===== src/fetch_pkg.sv =====
package fetch_pkg;

    ////////////////////////////////////////////////////////////////////////////
    // address and line geometry

    localparam int LINE_ADDR_W = 28;    // virtual line address, 16-byte lines
    localparam int OFFSET_W    = 4;     // byte offset dropped from a fetch address
    localparam int VPN_W       = 20;
    localparam int PAGE_LINE_W = 8;     // 4 KB page / 16-byte line
    localparam int PFN_W       = 3;
    localparam int PHYS_LINE_W = 11;    // frame over line-in-page
    localparam int LINE_W      = 128;

    ////////////////////////////////////////////////////////////////////////////
    // itlb and bank sizing

    localparam int TLB_ENTRIES = 8;
    localparam int BANK_LINES  = 16;
    localparam int INDEX_W     = 4;
    localparam int TAG_W       = 6;     // phys line minus index and parity
    localparam int SEQ_STEP    = 2;     // each bank sees every other line

    // miss handling states
    localparam int BANK_ST_W = 2;
    localparam logic [BANK_ST_W-1:0] BANK_IDLE = 2'd0;
    localparam logic [BANK_ST_W-1:0] BANK_REQ  = 2'd1;
    localparam logic [BANK_ST_W-1:0] BANK_WAIT = 2'd2;

    // one fetch line address, seen by the itlb and by the bank
    typedef union packed {
        struct packed {
            logic [VPN_W-1:0]       vpn;
            logic [PAGE_LINE_W-1:0] line_in_page;
        } page;
        struct packed {
            logic [LINE_ADDR_W-INDEX_W-2:0] upper;
            logic [INDEX_W-1:0]             index;  // inside line_in_page
            logic                           parity; // even/odd bank select
        } bank;
    } fetch_line_u;

endpackage


===== src/fetch_if.sv =====
interface fetch_if
    import fetch_pkg::*;
();

    fetch_line_u      fip;      // current fetch pointer
    logic [PFN_W-1:0] frame;    // translated frame
    logic             tlb_hit;
    logic             accept;   // fetch handshake done this cycle

    modport ptr (
        output fip,
        input  accept
    );

    modport tlb (
        input  fip,
        output frame,
        output tlb_hit
    );

    modport bank (
        input  fip,
        input  frame,
        input  tlb_hit,
        output accept
    );

endinterface


===== src/cf_select.sv =====
module cf_select
    import fetch_pkg::*;
(
    input  logic                            init_i,
    input  logic [LINE_ADDR_W+OFFSET_W-1:0] init_addr_i,
    input  logic                            resteer_i,
    input  logic [LINE_ADDR_W-1:0]          resteer_fip_e_i,
    input  logic [LINE_ADDR_W-1:0]          resteer_fip_o_i,
    input  logic                            bp_taken_i,
    input  logic [LINE_ADDR_W-1:0]          bp_fip_e_i,
    input  logic [LINE_ADDR_W-1:0]          bp_fip_o_i,
    output logic                            cf_load_o,
    output logic [LINE_ADDR_W-1:0]          cf_fip_e_o,
    output logic [LINE_ADDR_W-1:0]          cf_fip_o_o
);

    logic [LINE_ADDR_W-1:0] init_line;
    logic [LINE_ADDR_W-1:0] init_next;
    logic [LINE_ADDR_W-1:0] init_fip_e;
    logic [LINE_ADDR_W-1:0] init_fip_o;

    assign init_line = init_addr_i[LINE_ADDR_W+OFFSET_W-1:OFFSET_W]; // drop byte offset
    assign init_next = init_line + 1'b1;

    // the init line goes to its own bank, the following line to the other one
    always_comb begin
        if (init_line[0]) begin
            init_fip_o = init_line;
            init_fip_e = init_next;
        end else begin
            init_fip_e = init_line;
            init_fip_o = init_next;
        end
    end

    assign cf_load_o = init_i | resteer_i | bp_taken_i;

    // init > resteer > branch
    always_comb begin
        if (init_i) begin
            cf_fip_e_o = init_fip_e;
            cf_fip_o_o = init_fip_o;
        end else if (resteer_i) begin
            cf_fip_e_o = resteer_fip_e_i;
            cf_fip_o_o = resteer_fip_o_i;
        end else begin
            cf_fip_e_o = bp_fip_e_i;    // also don't care when no event
            cf_fip_o_o = bp_fip_o_i;
        end
    end

endmodule


===== src/fetch_pointer.sv =====
module fetch_pointer
    import fetch_pkg::*;
#(
    parameter bit PARITY = 1'b0
) (
    input  logic                   clk,
    input  logic                   reset_i,
    input  logic                   cf_load_i,
    input  logic [LINE_ADDR_W-1:0] cf_fip_i,
    fetch_if.ptr                   fif
);

    logic [LINE_ADDR_W-1:0] fip_q;

    ////////////////////////////////////////////////////////////////////////////
    // pointer register
    //
    // control flow beats a same-cycle accept and the low bit is pinned to
    // the bank parity whatever the target says

    always_ff @(posedge clk) begin
        if (reset_i) begin
            fip_q <= LINE_ADDR_W'(PARITY);  // even 0, odd 1
        end else if (cf_load_i) begin
            fip_q <= {cf_fip_i[LINE_ADDR_W-1:1], PARITY};
        end else if (fif.accept) begin
            fip_q <= fip_q + LINE_ADDR_W'(SEQ_STEP);
        end
    end

    assign fif.fip = fip_q;

    // parity seen by the bank never drifts through step or load
    a_parity: assert property (
        @(posedge clk) disable iff (reset_i)
        fif.fip.bank.parity == PARITY
    );

endmodule


===== src/fetch_top.sv =====
module fetch_top
    import fetch_pkg::*;
(
    input  logic                            clk,
    input  logic                            reset_i,

    // control flow
    input  logic                            init_i,
    input  logic [LINE_ADDR_W+OFFSET_W-1:0] init_addr_i,
    input  logic                            resteer_i,
    input  logic [LINE_ADDR_W-1:0]          resteer_fip_e_i,
    input  logic [LINE_ADDR_W-1:0]          resteer_fip_o_i,
    input  logic                            bp_taken_i,
    input  logic [LINE_ADDR_W-1:0]          bp_fip_e_i,
    input  logic [LINE_ADDR_W-1:0]          bp_fip_o_i,

    // itlb contents from the core
    input  logic [TLB_ENTRIES-1:0][VPN_W-1:0] tlb_vpn_i,
    input  logic [TLB_ENTRIES-1:0][PFN_W-1:0] tlb_pfn_i,
    input  logic [TLB_ENTRIES-1:0]            tlb_valid_i,
    input  logic [TLB_ENTRIES-1:0]            tlb_present_i,

    // even bank
    input  logic                            fetch_ready_e_i,
    output logic                            fetch_valid_e_o,
    output logic [LINE_W-1:0]               fetch_line_e_o,
    output logic [LINE_ADDR_W-1:0]          fetch_fip_e_o,
    output logic                            tlb_miss_e_o,
    input  logic                            mem_req_ready_e_i,
    output logic                            mem_req_valid_e_o,
    output logic [PHYS_LINE_W-1:0]          mem_req_addr_e_o,
    input  logic                            fill_valid_e_i,
    input  logic [LINE_W-1:0]               fill_data_e_i,

    // odd bank
    input  logic                            fetch_ready_o_i,
    output logic                            fetch_valid_o_o,
    output logic [LINE_W-1:0]               fetch_line_o_o,
    output logic [LINE_ADDR_W-1:0]          fetch_fip_o_o,
    output logic                            tlb_miss_o_o,
    input  logic                            mem_req_ready_o_i,
    output logic                            mem_req_valid_o_o,
    output logic [PHYS_LINE_W-1:0]          mem_req_addr_o_o,
    input  logic                            fill_valid_o_i,
    input  logic [LINE_W-1:0]               fill_data_o_i
);

    logic                   cf_load;
    logic [LINE_ADDR_W-1:0] cf_fip_e;
    logic [LINE_ADDR_W-1:0] cf_fip_o;

    fetch_if if_e ();
    fetch_if if_o ();

    ////////////////////////////////////////////////////////////////////////////
    // control flow, shared by both pointers

    cf_select u_cf (
        .init_i, .init_addr_i,
        .resteer_i, .resteer_fip_e_i, .resteer_fip_o_i,
        .bp_taken_i, .bp_fip_e_i, .bp_fip_o_i,
        .cf_load_o(cf_load), .cf_fip_e_o(cf_fip_e), .cf_fip_o_o(cf_fip_o)
    );

    ////////////////////////////////////////////////////////////////////////////
    // even side

    fetch_pointer #(.PARITY(1'b0)) u_ptr_e (
        .clk, .reset_i, .cf_load_i(cf_load), .cf_fip_i(cf_fip_e), .fif(if_e)
    );

    itlb u_tlb_e (.tlb_vpn_i, .tlb_pfn_i, .tlb_valid_i, .tlb_present_i, .fif(if_e));

    icache_bank u_bank_e (
        .clk, .reset_i, .fif(if_e),
        .fetch_ready_i(fetch_ready_e_i), .fetch_valid_o(fetch_valid_e_o),
        .fetch_line_o(fetch_line_e_o), .tlb_miss_o(tlb_miss_e_o),
        .mem_req_ready_i(mem_req_ready_e_i), .mem_req_valid_o(mem_req_valid_e_o),
        .mem_req_addr_o(mem_req_addr_e_o),
        .fill_valid_i(fill_valid_e_i), .fill_data_i(fill_data_e_i)
    );

    ////////////////////////////////////////////////////////////////////////////
    // odd side

    fetch_pointer #(.PARITY(1'b1)) u_ptr_o (
        .clk, .reset_i, .cf_load_i(cf_load), .cf_fip_i(cf_fip_o), .fif(if_o)
    );

    itlb u_tlb_o (.tlb_vpn_i, .tlb_pfn_i, .tlb_valid_i, .tlb_present_i, .fif(if_o));

    icache_bank u_bank_o (
        .clk, .reset_i, .fif(if_o),
        .fetch_ready_i(fetch_ready_o_i), .fetch_valid_o(fetch_valid_o_o),
        .fetch_line_o(fetch_line_o_o), .tlb_miss_o(tlb_miss_o_o),
        .mem_req_ready_i(mem_req_ready_o_i), .mem_req_valid_o(mem_req_valid_o_o),
        .mem_req_addr_o(mem_req_addr_o_o),
        .fill_valid_i(fill_valid_o_i), .fill_data_i(fill_data_o_i)
    );

    assign fetch_fip_e_o = if_e.fip;   // pointers go out with their lines
    assign fetch_fip_o_o = if_o.fip;

endmodule


===== src/icache_bank.sv =====
module icache_bank
    import fetch_pkg::*;
(
    input  logic                   clk,
    input  logic                   reset_i,
    fetch_if.bank                  fif,

    // fetch out
    input  logic                   fetch_ready_i,
    output logic                   fetch_valid_o,
    output logic [LINE_W-1:0]      fetch_line_o,
    output logic                   tlb_miss_o,

    // line request
    input  logic                   mem_req_ready_i,
    output logic                   mem_req_valid_o,
    output logic [PHYS_LINE_W-1:0] mem_req_addr_o,

    // fill, always taken
    input  logic                   fill_valid_i,
    input  logic [LINE_W-1:0]      fill_data_i
);

    logic [TAG_W-1:0]       tag_mem  [BANK_LINES];
    logic [LINE_W-1:0]      data_mem [BANK_LINES];
    logic [BANK_LINES-1:0]  valid_q;

    logic [PHYS_LINE_W-1:0] phys_line;
    logic [INDEX_W-1:0]     index;
    logic [TAG_W-1:0]       tag;
    logic                   line_hit;
    logic                   miss;

    logic [BANK_ST_W-1:0]   state_q;
    logic [PHYS_LINE_W-1:0] req_addr_q;
    logic [INDEX_W-1:0]     fill_index;
    logic [TAG_W-1:0]       fill_tag;
    logic                   fill_write;

    ////////////////////////////////////////////////////////////////////////////
    // lookup

    // index sits inside line-in-page, so virtual and physical agree
    assign phys_line = {fif.frame, fif.fip.page.line_in_page};
    assign index     = fif.fip.bank.index;
    assign tag       = phys_line[PHYS_LINE_W-1:INDEX_W+1];

    assign line_hit = fif.tlb_hit & valid_q[index] & (tag_mem[index] == tag);
    assign miss     = fif.tlb_hit & ~line_hit;  // no request on a tlb miss

    assign fetch_valid_o = line_hit;
    assign fetch_line_o  = data_mem[index];
    assign tlb_miss_o    = ~fif.tlb_hit;
    assign fif.accept    = line_hit & fetch_ready_i;

    ////////////////////////////////////////////////////////////////////////////
    // miss handling, one line in flight

    always_ff @(posedge clk) begin
        if (reset_i) begin
            state_q <= BANK_IDLE;
        end else begin
            case (state_q)
                BANK_IDLE: begin
                    if (miss) begin
                        state_q <= BANK_REQ;
                    end
                end
                BANK_REQ: begin
                    if (mem_req_ready_i) begin
                        state_q <= BANK_WAIT;
                    end
                end
                BANK_WAIT: begin
                    if (fill_valid_i) begin
                        state_q <= BANK_IDLE;   // line usable next cycle
                    end
                end
                default: begin
                    state_q <= BANK_IDLE;
                end
            endcase
        end
    end

    // captured when the miss is seen, pointer may move on afterwards
    always_ff @(posedge clk) begin
        if (state_q == BANK_IDLE && miss) begin
            req_addr_q <= phys_line;
        end
    end

    assign mem_req_valid_o = (state_q == BANK_REQ);
    assign mem_req_addr_o  = req_addr_q;

    ////////////////////////////////////////////////////////////////////////////
    // fill into the requested line

    assign fill_index = req_addr_q[INDEX_W:1];
    assign fill_tag   = req_addr_q[PHYS_LINE_W-1:INDEX_W+1];
    assign fill_write = (state_q == BANK_WAIT) & fill_valid_i;

    always_ff @(posedge clk) begin
        if (fill_write) begin
            tag_mem[fill_index]  <= fill_tag;
            data_mem[fill_index] <= fill_data_i;
        end
    end

    always_ff @(posedge clk) begin
        if (reset_i) begin
            valid_q <= '0;
        end else if (fill_write) begin
            valid_q[fill_index] <= 1'b1;
        end
    end

    // request held until memory takes it
    a_req_hold: assert property (
        @(posedge clk) disable iff (reset_i)
        mem_req_valid_o && !mem_req_ready_i |=>
            mem_req_valid_o && $stable(mem_req_addr_o)
    );

    // memory only answers a request that was sent
    a_fill_in_wait: assert property (
        @(posedge clk) disable iff (reset_i)
        fill_valid_i |-> state_q == BANK_WAIT
    );

endmodule


===== src/itlb.sv =====
module itlb
    import fetch_pkg::*;
(
    input  logic [TLB_ENTRIES-1:0][VPN_W-1:0] tlb_vpn_i,
    input  logic [TLB_ENTRIES-1:0][PFN_W-1:0] tlb_pfn_i,
    input  logic [TLB_ENTRIES-1:0]            tlb_valid_i,
    input  logic [TLB_ENTRIES-1:0]            tlb_present_i,
    fetch_if.tlb                              fif
);

    logic [TLB_ENTRIES-1:0] match;
    logic [PFN_W-1:0]       frame;

    ////////////////////////////////////////////////////////////////////////////
    // fully associative compare

    always_comb begin
        match = '0;
        frame = '0;
        for (int i = 0; i < TLB_ENTRIES; i++) begin
            // only a valid and present page counts
            match[i] = tlb_valid_i[i] & tlb_present_i[i] &
                       (tlb_vpn_i[i] == fif.fip.page.vpn);
            frame    = frame | (tlb_pfn_i[i] & {PFN_W{match[i]}});
        end
    end

    assign fif.frame   = frame;     // or of matches, one at most
    assign fif.tlb_hit = |match;

    // the core must never map one page twice
    a_one_match: assert final ($onehot0(match));

endmodule

===== config.mk =====
export PLATFORM = sky130hd
export DESIGN_NAME = fetch_top
export DESIGN_NICKNAME = d
export VERILOG_FILES = /design/src/fetch_pkg.sv /design/src/fetch_if.sv /design/src/cf_select.sv /design/src/fetch_pointer.sv /design/src/fetch_top.sv /design/src/icache_bank.sv /design/src/itlb.sv
export SDC_FILE = /design/constraint.sdc
export NUM_CORES = 2
export LEC_CHECK = 0
export BUFFER_PORTS_ARGS = -buffer_cell sky130_fd_sc_hd__buf_2
export CORE_MARGIN = 3
export CORE_UTILIZATION = 30
export CTS_CLUSTER_SIZE = 12
export DETAILED_ROUTE_END_ITERATION = 6
export HOLD_SLACK_MARGIN = 0.02
export PLACE_DENSITY = 0.54
export SLEW_MARGIN = 30
export SYNTH_ARGS = -nofsm -noshare
export SYNTH_HDL_FRONTEND = slang
export SYNTH_MEMORY_MAX_BITS = 65536
export SYNTH_SLANG_ARGS = --single-unit

===== constraint.sdc =====
create_clock -name clk -period 19.55 [get_ports clk]
set_input_delay 3.91 -clock clk [delete_from_list [all_inputs] [get_ports clk]]
set_output_delay 3.91 -clock clk [all_outputs]
set_load 0.01 [all_outputs]

After elaboration in Yosys (flattened, before gate mapping)
Memory sizes are Yosys's and may differ from the RTL's. A register that Yosys moved wholly into a read port is not among the register bits.
Index checks and enable logic that the tools add are counted.
{ "totals": {"regBits": 114, "word_cells": 174, "ramBits": 4288, "mem_count": 4, "out_inout_bits": 340, "in_bits": 611} }
{ "classes": {"eq_ne": 28, "n_reduce_logical": 13, "magnitude_cmp": 6, "mux": 38, "bitwise_logic": 72, "n_addsub": 3} }
{ "mem_list": {"columns": ["name", "depth", "width", "rd", "rd_clocked_by_memory_dff", "wr", "line_no", "text"], "rows": [
  ["u_bank_e.data_mem", 16, 128, 1, 1, 1, "icache_bank.sv:25", "logic [LINE_W-1:0] data_mem [BANK_LINES];"],
  ["u_bank_o.data_mem", 16, 128, 1, 1, 1, "icache_bank.sv:25", null],
  ["u_bank_e.tag_mem", 16, 6, 1, 1, 1, "icache_bank.sv:24", "logic [TAG_W-1:0] tag_mem [BANK_LINES];"],
  ["u_bank_o.tag_mem", 16, 6, 1, 1, 1, "icache_bank.sv:24", null]
]} }
{ "op_table": {"columns": ["cell", "n"], "rows": [
  ["20-bit equality test", 16],
  ["28-bit two-way mux", 10],
  ["28-bit by 2-bit adder with 28-bit output, second input constant", 2],
  ["3-bit AND", 16],
  ["3-bit OR", 14],
  ["1-bit AND", 34],
  ["4-bit two-way mux", 8],
  ["16-bit OR", 2],
  ["28-bit by 1-bit adder with 28-bit output, second input constant", 1],
  ["4-bit by 5-bit < comparator with 1-bit output, second input constant", 4],
  ["8-bit OR reduction", 2],
  ["6-bit equality test", 2],
  ["2-bit two-way mux", 6],
  ["2-bit case mux with 3 select lines", 2],
  ["1-bit binary-select mux with 4-bit select", 2],
  ["1-bit demux with 4-bit select", 2],
  ["4-bit by 1-bit >= comparator with 1-bit output, second input constant", 2],
  ["1-bit two-way mux", 8],
  ["2-bit inequality test, second input constant", 4],
  ["3-bit AND reduction", 2],
  ["2-bit by 1-bit equality test with 1-bit output, second input constant", 2],
  ["2-bit equality test, second input constant", 2],
  ["1-bit logical AND", 4],
  ["2-bit logical NOT", 2],
  ["5 further kinds", 11]
]} }

Depth between registers and ports, before layout
{ "depth": {"ltp_word": 17, "mapped_depth": 15} }

Cells and area by module
Synthesis repeated with hierarchy kept, for this count alone.
{ "unflattened": {"cells_unflattened": 7638, "area_unflattened_um2": 172909.6} }
{ "modules_own_cells": {"columns": ["module", "area_each_um2", "seq_area_each_um2", "cells_each", "n_inst"], "rows": [
  ["icache_bank", 81548.2, 65072.4, 3167, 2],
  ["itlb", 2283.4, 0.0, 290, 2],
  ["fetch_pointer", 1609.0, 540.5, 203, 2],
  ["cf_select", 2028.2, 0.0, 318, 1]
]} }

Worst setup path after synthesis
OpenSTA, ideal clock, no wires.
{ "synth_timing": {"path_type": "input-to-reg", "from": "input port fill_valid_o_i", "to": "memory u_bank_o.data_mem[8][0], enable pin", "path_stages": 3, "setup_time_ns": 0.793, "required_ns": 18.757, "path_buffers": 0, "path_slack_ns": 5.031, "t_arrival_ns": 13.725, "path_cell_list": "nand2_1 or4b_2 nor3_1"} }
{ "synth_via": {"elab_chain_cells": 3} }
{ "synth_rtl": {"columns": ["item", "line_no", "text"], "rows": [
  ["start, declared", "fetch_top.sv:44", "input logic fill_valid_o_i,"],
  ["1-bit AND", "icache_bank.sv:101", "assign fill_write = (state_q == BANK_WAIT) & fill_valid_i;"],
  ["1-bit two-way mux", "icache_bank.sv:104", "if (fill_write) begin"],
  ["1-bit two-way mux (implied by the code)", "icache_bank.sv:106", "data_mem[fill_index] <= fill_data_i;"],
  ["end, declared", "icache_bank.sv:25", null]
]} }
Every way passes these cells.

Worst setup path in the final report
{ "layout_timing": {"from": "input port tlb_vpn_i[24] in the netlist's numbering", "to": "output port fetch_valid_e_o"} }
{ "layout_via": {"elab_chain_cells": 12, "elab_cells_between_ends": 14, "classes_between": "eq/ne: 2; bitwise: 11; reduce/logical: 1"} }
{ "layout_rtl": {"columns": ["item", "line_no", "text"], "rows": [
  ["start, declared", "fetch_top.sv:18", "input logic [TLB_ENTRIES-1:0][VPN_W-1:0] tlb_vpn_i,"],
  ["20-bit equality test (*)", "itlb.sv:23", "(tlb_vpn_i[i] == fif.fip.page.vpn);"],
  ["1-bit AND (*)", "itlb.sv:22", "match[i] = tlb_valid_i[i] & tlb_present_i[i] &"],
  ["3-bit AND", "itlb.sv:24", "frame = frame | (tlb_pfn_i[i] & {PFN_W{match[i]}});"],
  ["3-bit OR (7 in series)", "itlb.sv:24", null],
  ["6-bit equality test", "icache_bank.sv:48", "assign line_hit = fif.tlb_hit & valid_q[index] & (tag_mem[index] == tag);"],
  ["1-bit AND (*)", "icache_bank.sv:48", null],
  ["end, declared", "fetch_top.sv:25", "output logic fetch_valid_e_o,"]
]} }
Mark *: on every way between the ends. The rest lies on a longest branch, timed or not.

==> results.rst <==
.. list-table::
   :header-rows: 1

   * - Metric
     - Value
   * - Number of hold violations in the final report
     - 0
   * - Setup_tns
     - 0 ns
   * - Min-delay worst type
     - reg2reg
   * - Final clock skew
     - 0.1261 ns
   * - Max H-tree Level
     - 5
   * - Number of antenna violations at the first check in global routing
     - 227
   * - Number of storage elements in the synthesis netlist
     - 4,406
   * - Via count
     - 86,690
   * - Die ar.
     - 0.5849 sq mm
   * - GRT overflow
     - 0
   * - Cell row count
     - 278
   * - Worst path cell trace
     - buf_2 > xor2_1 > or4_1 > nor2_1 > nand3_1 > o2111a_1 > a21o_1 > a2111oi_4 > and2_1 > buf_2
   * - Post-synthesis area per instance
     - 22.46 sq um
   * - P_int
     - 15.49 mW
   * - Number of port buffers
     - 938
   * - Final weighted congestion in routability-driven placement
     - 0.9350
   * - Area overhead of the layout relative to synthesis
     - 16.68%
   * - Most used cell along the critical path
     - buf_2
   * - Share of synthesized registers carrying an async set or reset
     - 0%
   * - Area of the core region
     - 0.5736 sq mm
   * - End of the worst register-to-register path
     - u_ptr_e.fif.fip[6]
   * - Run status
     - completed
   * - Worst slack at placement
     - 7.880 ns
   * - CP max stage cell
     - a2111oi_4
   * - Post-layout power
     - 19.98 mW
   * - Endpoint, Worst Hold
     - u_bank_o.valid_q[7]
   * - Part of the Yosys area used for sequential elements
     - 76.03%
   * - Root Driver
     - clkbuf_16
   * - Total Nets Final
     - 9,484
   * - CP Class
     - in2out
   * - Maximum capacitance violations
     - 0
   * - Startpoint of the worst hold path
     - u_bank_o.valid_q[7]
   * - Worst-path clk slew
     - 0.06 ns
   * - Count of instances resized after the clock tree is built
     - 0
   * - Die outline height
     - 764.8 microns
   * - Cells after Synth
     - 7,692
   * - Combinational cell fraction of total power
     - 7.8%
   * - Slew Viols, Final
     - 0
   * - Share of post-route cells with drive strength above 1
     - 33.57%
   * - Worst Max-Slew Pin Slew
     - 1.051 ns
   * - Worst IR drop on VDD
     - 0.08797 mV
   * - Later-pin clock latency in the skew report
     - 1.03 ns
   * - Antenna-violating nets left
     - 0
   * - Final hold slack
     - 0.4675 ns
   * - Sort of element at the start of the critical path
     - primary input
   * - Overall die width
     - 764.8 microns
   * - Initial standard-cell utilization of the core
     - 30.11%
   * - Number of synthesis warnings
     - 0
   * - Shortest clock period the worst path allows after layout
     - 11.70 ns
   * - First-pass GRT wire length
     - 715.0 mm
   * - Top cell type's share of synthesized area
     - 74.89%
   * - Share of the clock period used by the worst path after layout
     - 59.87%
   * - Vias per cell
     - 5.143
   * - Most frequently used cell type in the post-synthesis netlist
     - edfxtp_1
   * - Post-detailed-routing wire length
     - 521.1 mm
   * - Post-detail-place hpwl
     - 307.7 mm
   * - Power per cell area
     - 99.13 mW/mm^2
   * - Netlist cell types
     - 79
   * - Number of ports placed on the die boundary
     - 951
   * - Sw Ratio
     - 22.48%
   * - Post-synthesis instance area
     - 0.1727 sq mm
   * - Final standard cell utilization of the core
     - 35.14%
   * - Maximum clock insertion buffer count
     - 4
   * - DR pass1 iterations
     - 7
   * - Arrival time reported for the critical path endpoint
     - 7.79 ns
   * - Main area contributors after synthesis
     - edfxtp_1 (75%), mux4_2 (17%), xor2_1 (1.3%)
   * - Hold_buf cts
     - 0
   * - CTS sink count
     - 4,406
   * - DRC errors left
     - 0
   * - Sw Pwr
     - 4.490 mW
   * - Synth Flop Type
     - edfxtp_1
   * - Drt wl/cell
     - 30.91 microns
   * - Proportion of power drawn by the clock network
     - 40.1%
   * - Worst reg2reg path depth
     - 9
   * - Vias in the first global route
     - 89,040
   * - Maximum fanout count along the critical path
     - 8
   * - R2r setup slk
     - 13.81 ns
   * - Overall track demand over capacity in global routing
     - 17.30%
   * - Clock tree from TritonCTS
     - built
   * - Rel. slew slack
     - 29.96%
   * - Post CTS Setup Buffer Count
     - 0
   * - Element type at the critical path end
     - output port
   * - Num CTS Buffers
     - 457
   * - Post-synth top cells
     - edfxtp_1 (4,308), mux4_2 (1,314), xor2_1 (265)
   * - Largest net degree at the start of global routing
     - 141
   * - Post-synthesis cell type with the largest combined area
     - edfxtp_1
   * - Max Fclk
     - 85.43 MHz
   * - Setup violation total in the final timing report
     - 0
   * - Count of flip-flops with a built-in enable after synthesis
     - 4,308
   * - Post-layout worst setup margin
     - 7.845 ns
   * - Part of the total power dissipated in sequential elements
     - 52.1%
   * - Required time of the worst setup path
     - 15.64 ns
   * - Hold path depth
     - 1
   * - Peak per-stage delay on the critical path
     - 0.83 ns
   * - Leakage power summed over all cells
     - 62.45 nW
   * - Setup repair after global routing missed its margin
     - no
   * - Detailed router's first-iteration violation count
     - 9,116
==> cell type report <==
| cell class | instances | area [sq um] |
|---|---|---|
| fill | 52820 | 372000 |
| clock buffer | 603 | 12180 |
| inverter | 21 | 86.33 |
| clock inverter | 186 | 1380 |
| sequential | 4406 | 131400 |
| antenna | 98 | 245.2 |
| timing repair buffer | 1143 | 6947 |
| multi-input combinational | 2840 | 39890 |
| tap | 7560 | 9459 |
==> per-layer routing <==
| metal | vias to the layer above | share of wire, % | track usage, % |
|---|---|---|---|
| li1 | 35150 | - | - |
| met1 | 47080 | 40 | 22.92 |
| met2 | 3387 | 47 | 27.45 |
| met3 | 981 | 9.1 | 4.985 |
| met4 | 94 | 3.5 | 5.649 |
| met5 | - | 0.12 | 0 |
==> cells in the final DEF (no fill, tap or decap), drive strengths merged, types with 23 or more instances in the layout <==
| cell | Yosys | final |
|---|---|---|
| clkinv | 1 | 159 |
| nand2 | 111 | 111 |
| xor2 | 265 | 265 |
| dfxtp | 98 | 98 |
| nand4 | 63 | 63 |
| edfxtp | 4308 | 4308 |
| nor4 | 86 | 86 |
| o21ai | 56 | 56 |
| buf | 198 | 1143 |
| xnor2 | 112 | 112 |
| clkbuf | 229 | 603 |
| o22ai | 45 | 45 |
| mux2i | 53 | 53 |
| and3 | 23 | 23 |
| nor2b | 38 | 38 |
| inv | 20 | 34 |
| diode | 0 | 98 |
| a211oi | 48 | 48 |
| nor2 | 195 | 195 |
| a21oi | 92 | 92 |
| nor3 | 54 | 54 |
| nand3 | 103 | 103 |
| mux4 | 1314 | 1314 |
==> stage by stage <==
step	std cells	area, sq um
finish	16860	201500
global placement	15960	187200
global route	16790	201400
detailed placement	15960	187500
floorplan	7694	172700
CTS	16750	201100
==> how the worst max path moves through the flow <==
stage / depth (start not counted) / from / slack (ns) / end
after floorplan: 3 / fill_valid_o_i / 5.03 / u_bank_o.data_mem[8][0]
after detailed placement: 10 / tlb_vpn_i[35] / 7.88 / fetch_valid_e_o
after global placement: 10 / tlb_vpn_i[58] / 7.88 / fetch_valid_e_o
final: 10 / tlb_vpn_i[24] / 7.85 / fetch_valid_e_o
after global routing: 10 / tlb_vpn_i[35] / 7.81 / fetch_valid_e_o
after CTS: 10 / tlb_vpn_i[35] / 7.87 / fetch_valid_e_o
==> worst max-delay path, delay by kind of cell <==
| kind | cells | cell delay, ns |
|---|---|---|
| AND/OR/NAND/NOR | 4 | 1.86 |
| AO/OA/AOI/OAI | 3 | 1.27 |
| buffers and inverters | 2 | 0.54 |
| XOR/XNOR | 1 | 0.17 |
==> state kept, by name, summed over array words and instances, names as in the netlist, named ones only <==
register and cells:
u_ptr_o.fif.fip 27, u_bank_o.state_q 2, u_bank_o.mem_req_addr_o 10, u_bank_o.valid_q 16
u_bank_e.mem_req_addr_o 10, u_bank_o.tag_mem 96, u_bank_e.state_q 2, u_ptr_e.fif.fip 27
u_bank_e.tag_mem 96, u_bank_e.valid_q 16, u_bank_o.data_mem 2048, u_bank_e.data_mem 2048
==> power groups by stage <==
stage	logic [mW]	registers, mW	clock network [mW]
after CTS	1.58	10.4	8.22
final	1.57	10.4	8.00
after floorplan	0.905	10.6	0
after global placement	1.55	10.6	0
after detailed placement	1.58	10.6	0
after global routing	1.67	10.4	8.60
==> kinds of logic (layout without fill, tap and decap cells) <==
group,Yosys count,after routing,synth area share [%]
buffers and inverters,448,1953,1.060
AND/OR/NAND/NOR,757,757,2.285
multiplexers,1370,1370,17.46
adder cells (fa/ha/maj),4,4,0.02898
flip-flops,4406,4406,76.03
other,2,102,0.004348
AO/OA/AOI/OAI,328,328,1.222
XOR/XNOR,377,377,1.912
No activity file was read; power rests on OpenSTA's default activity.
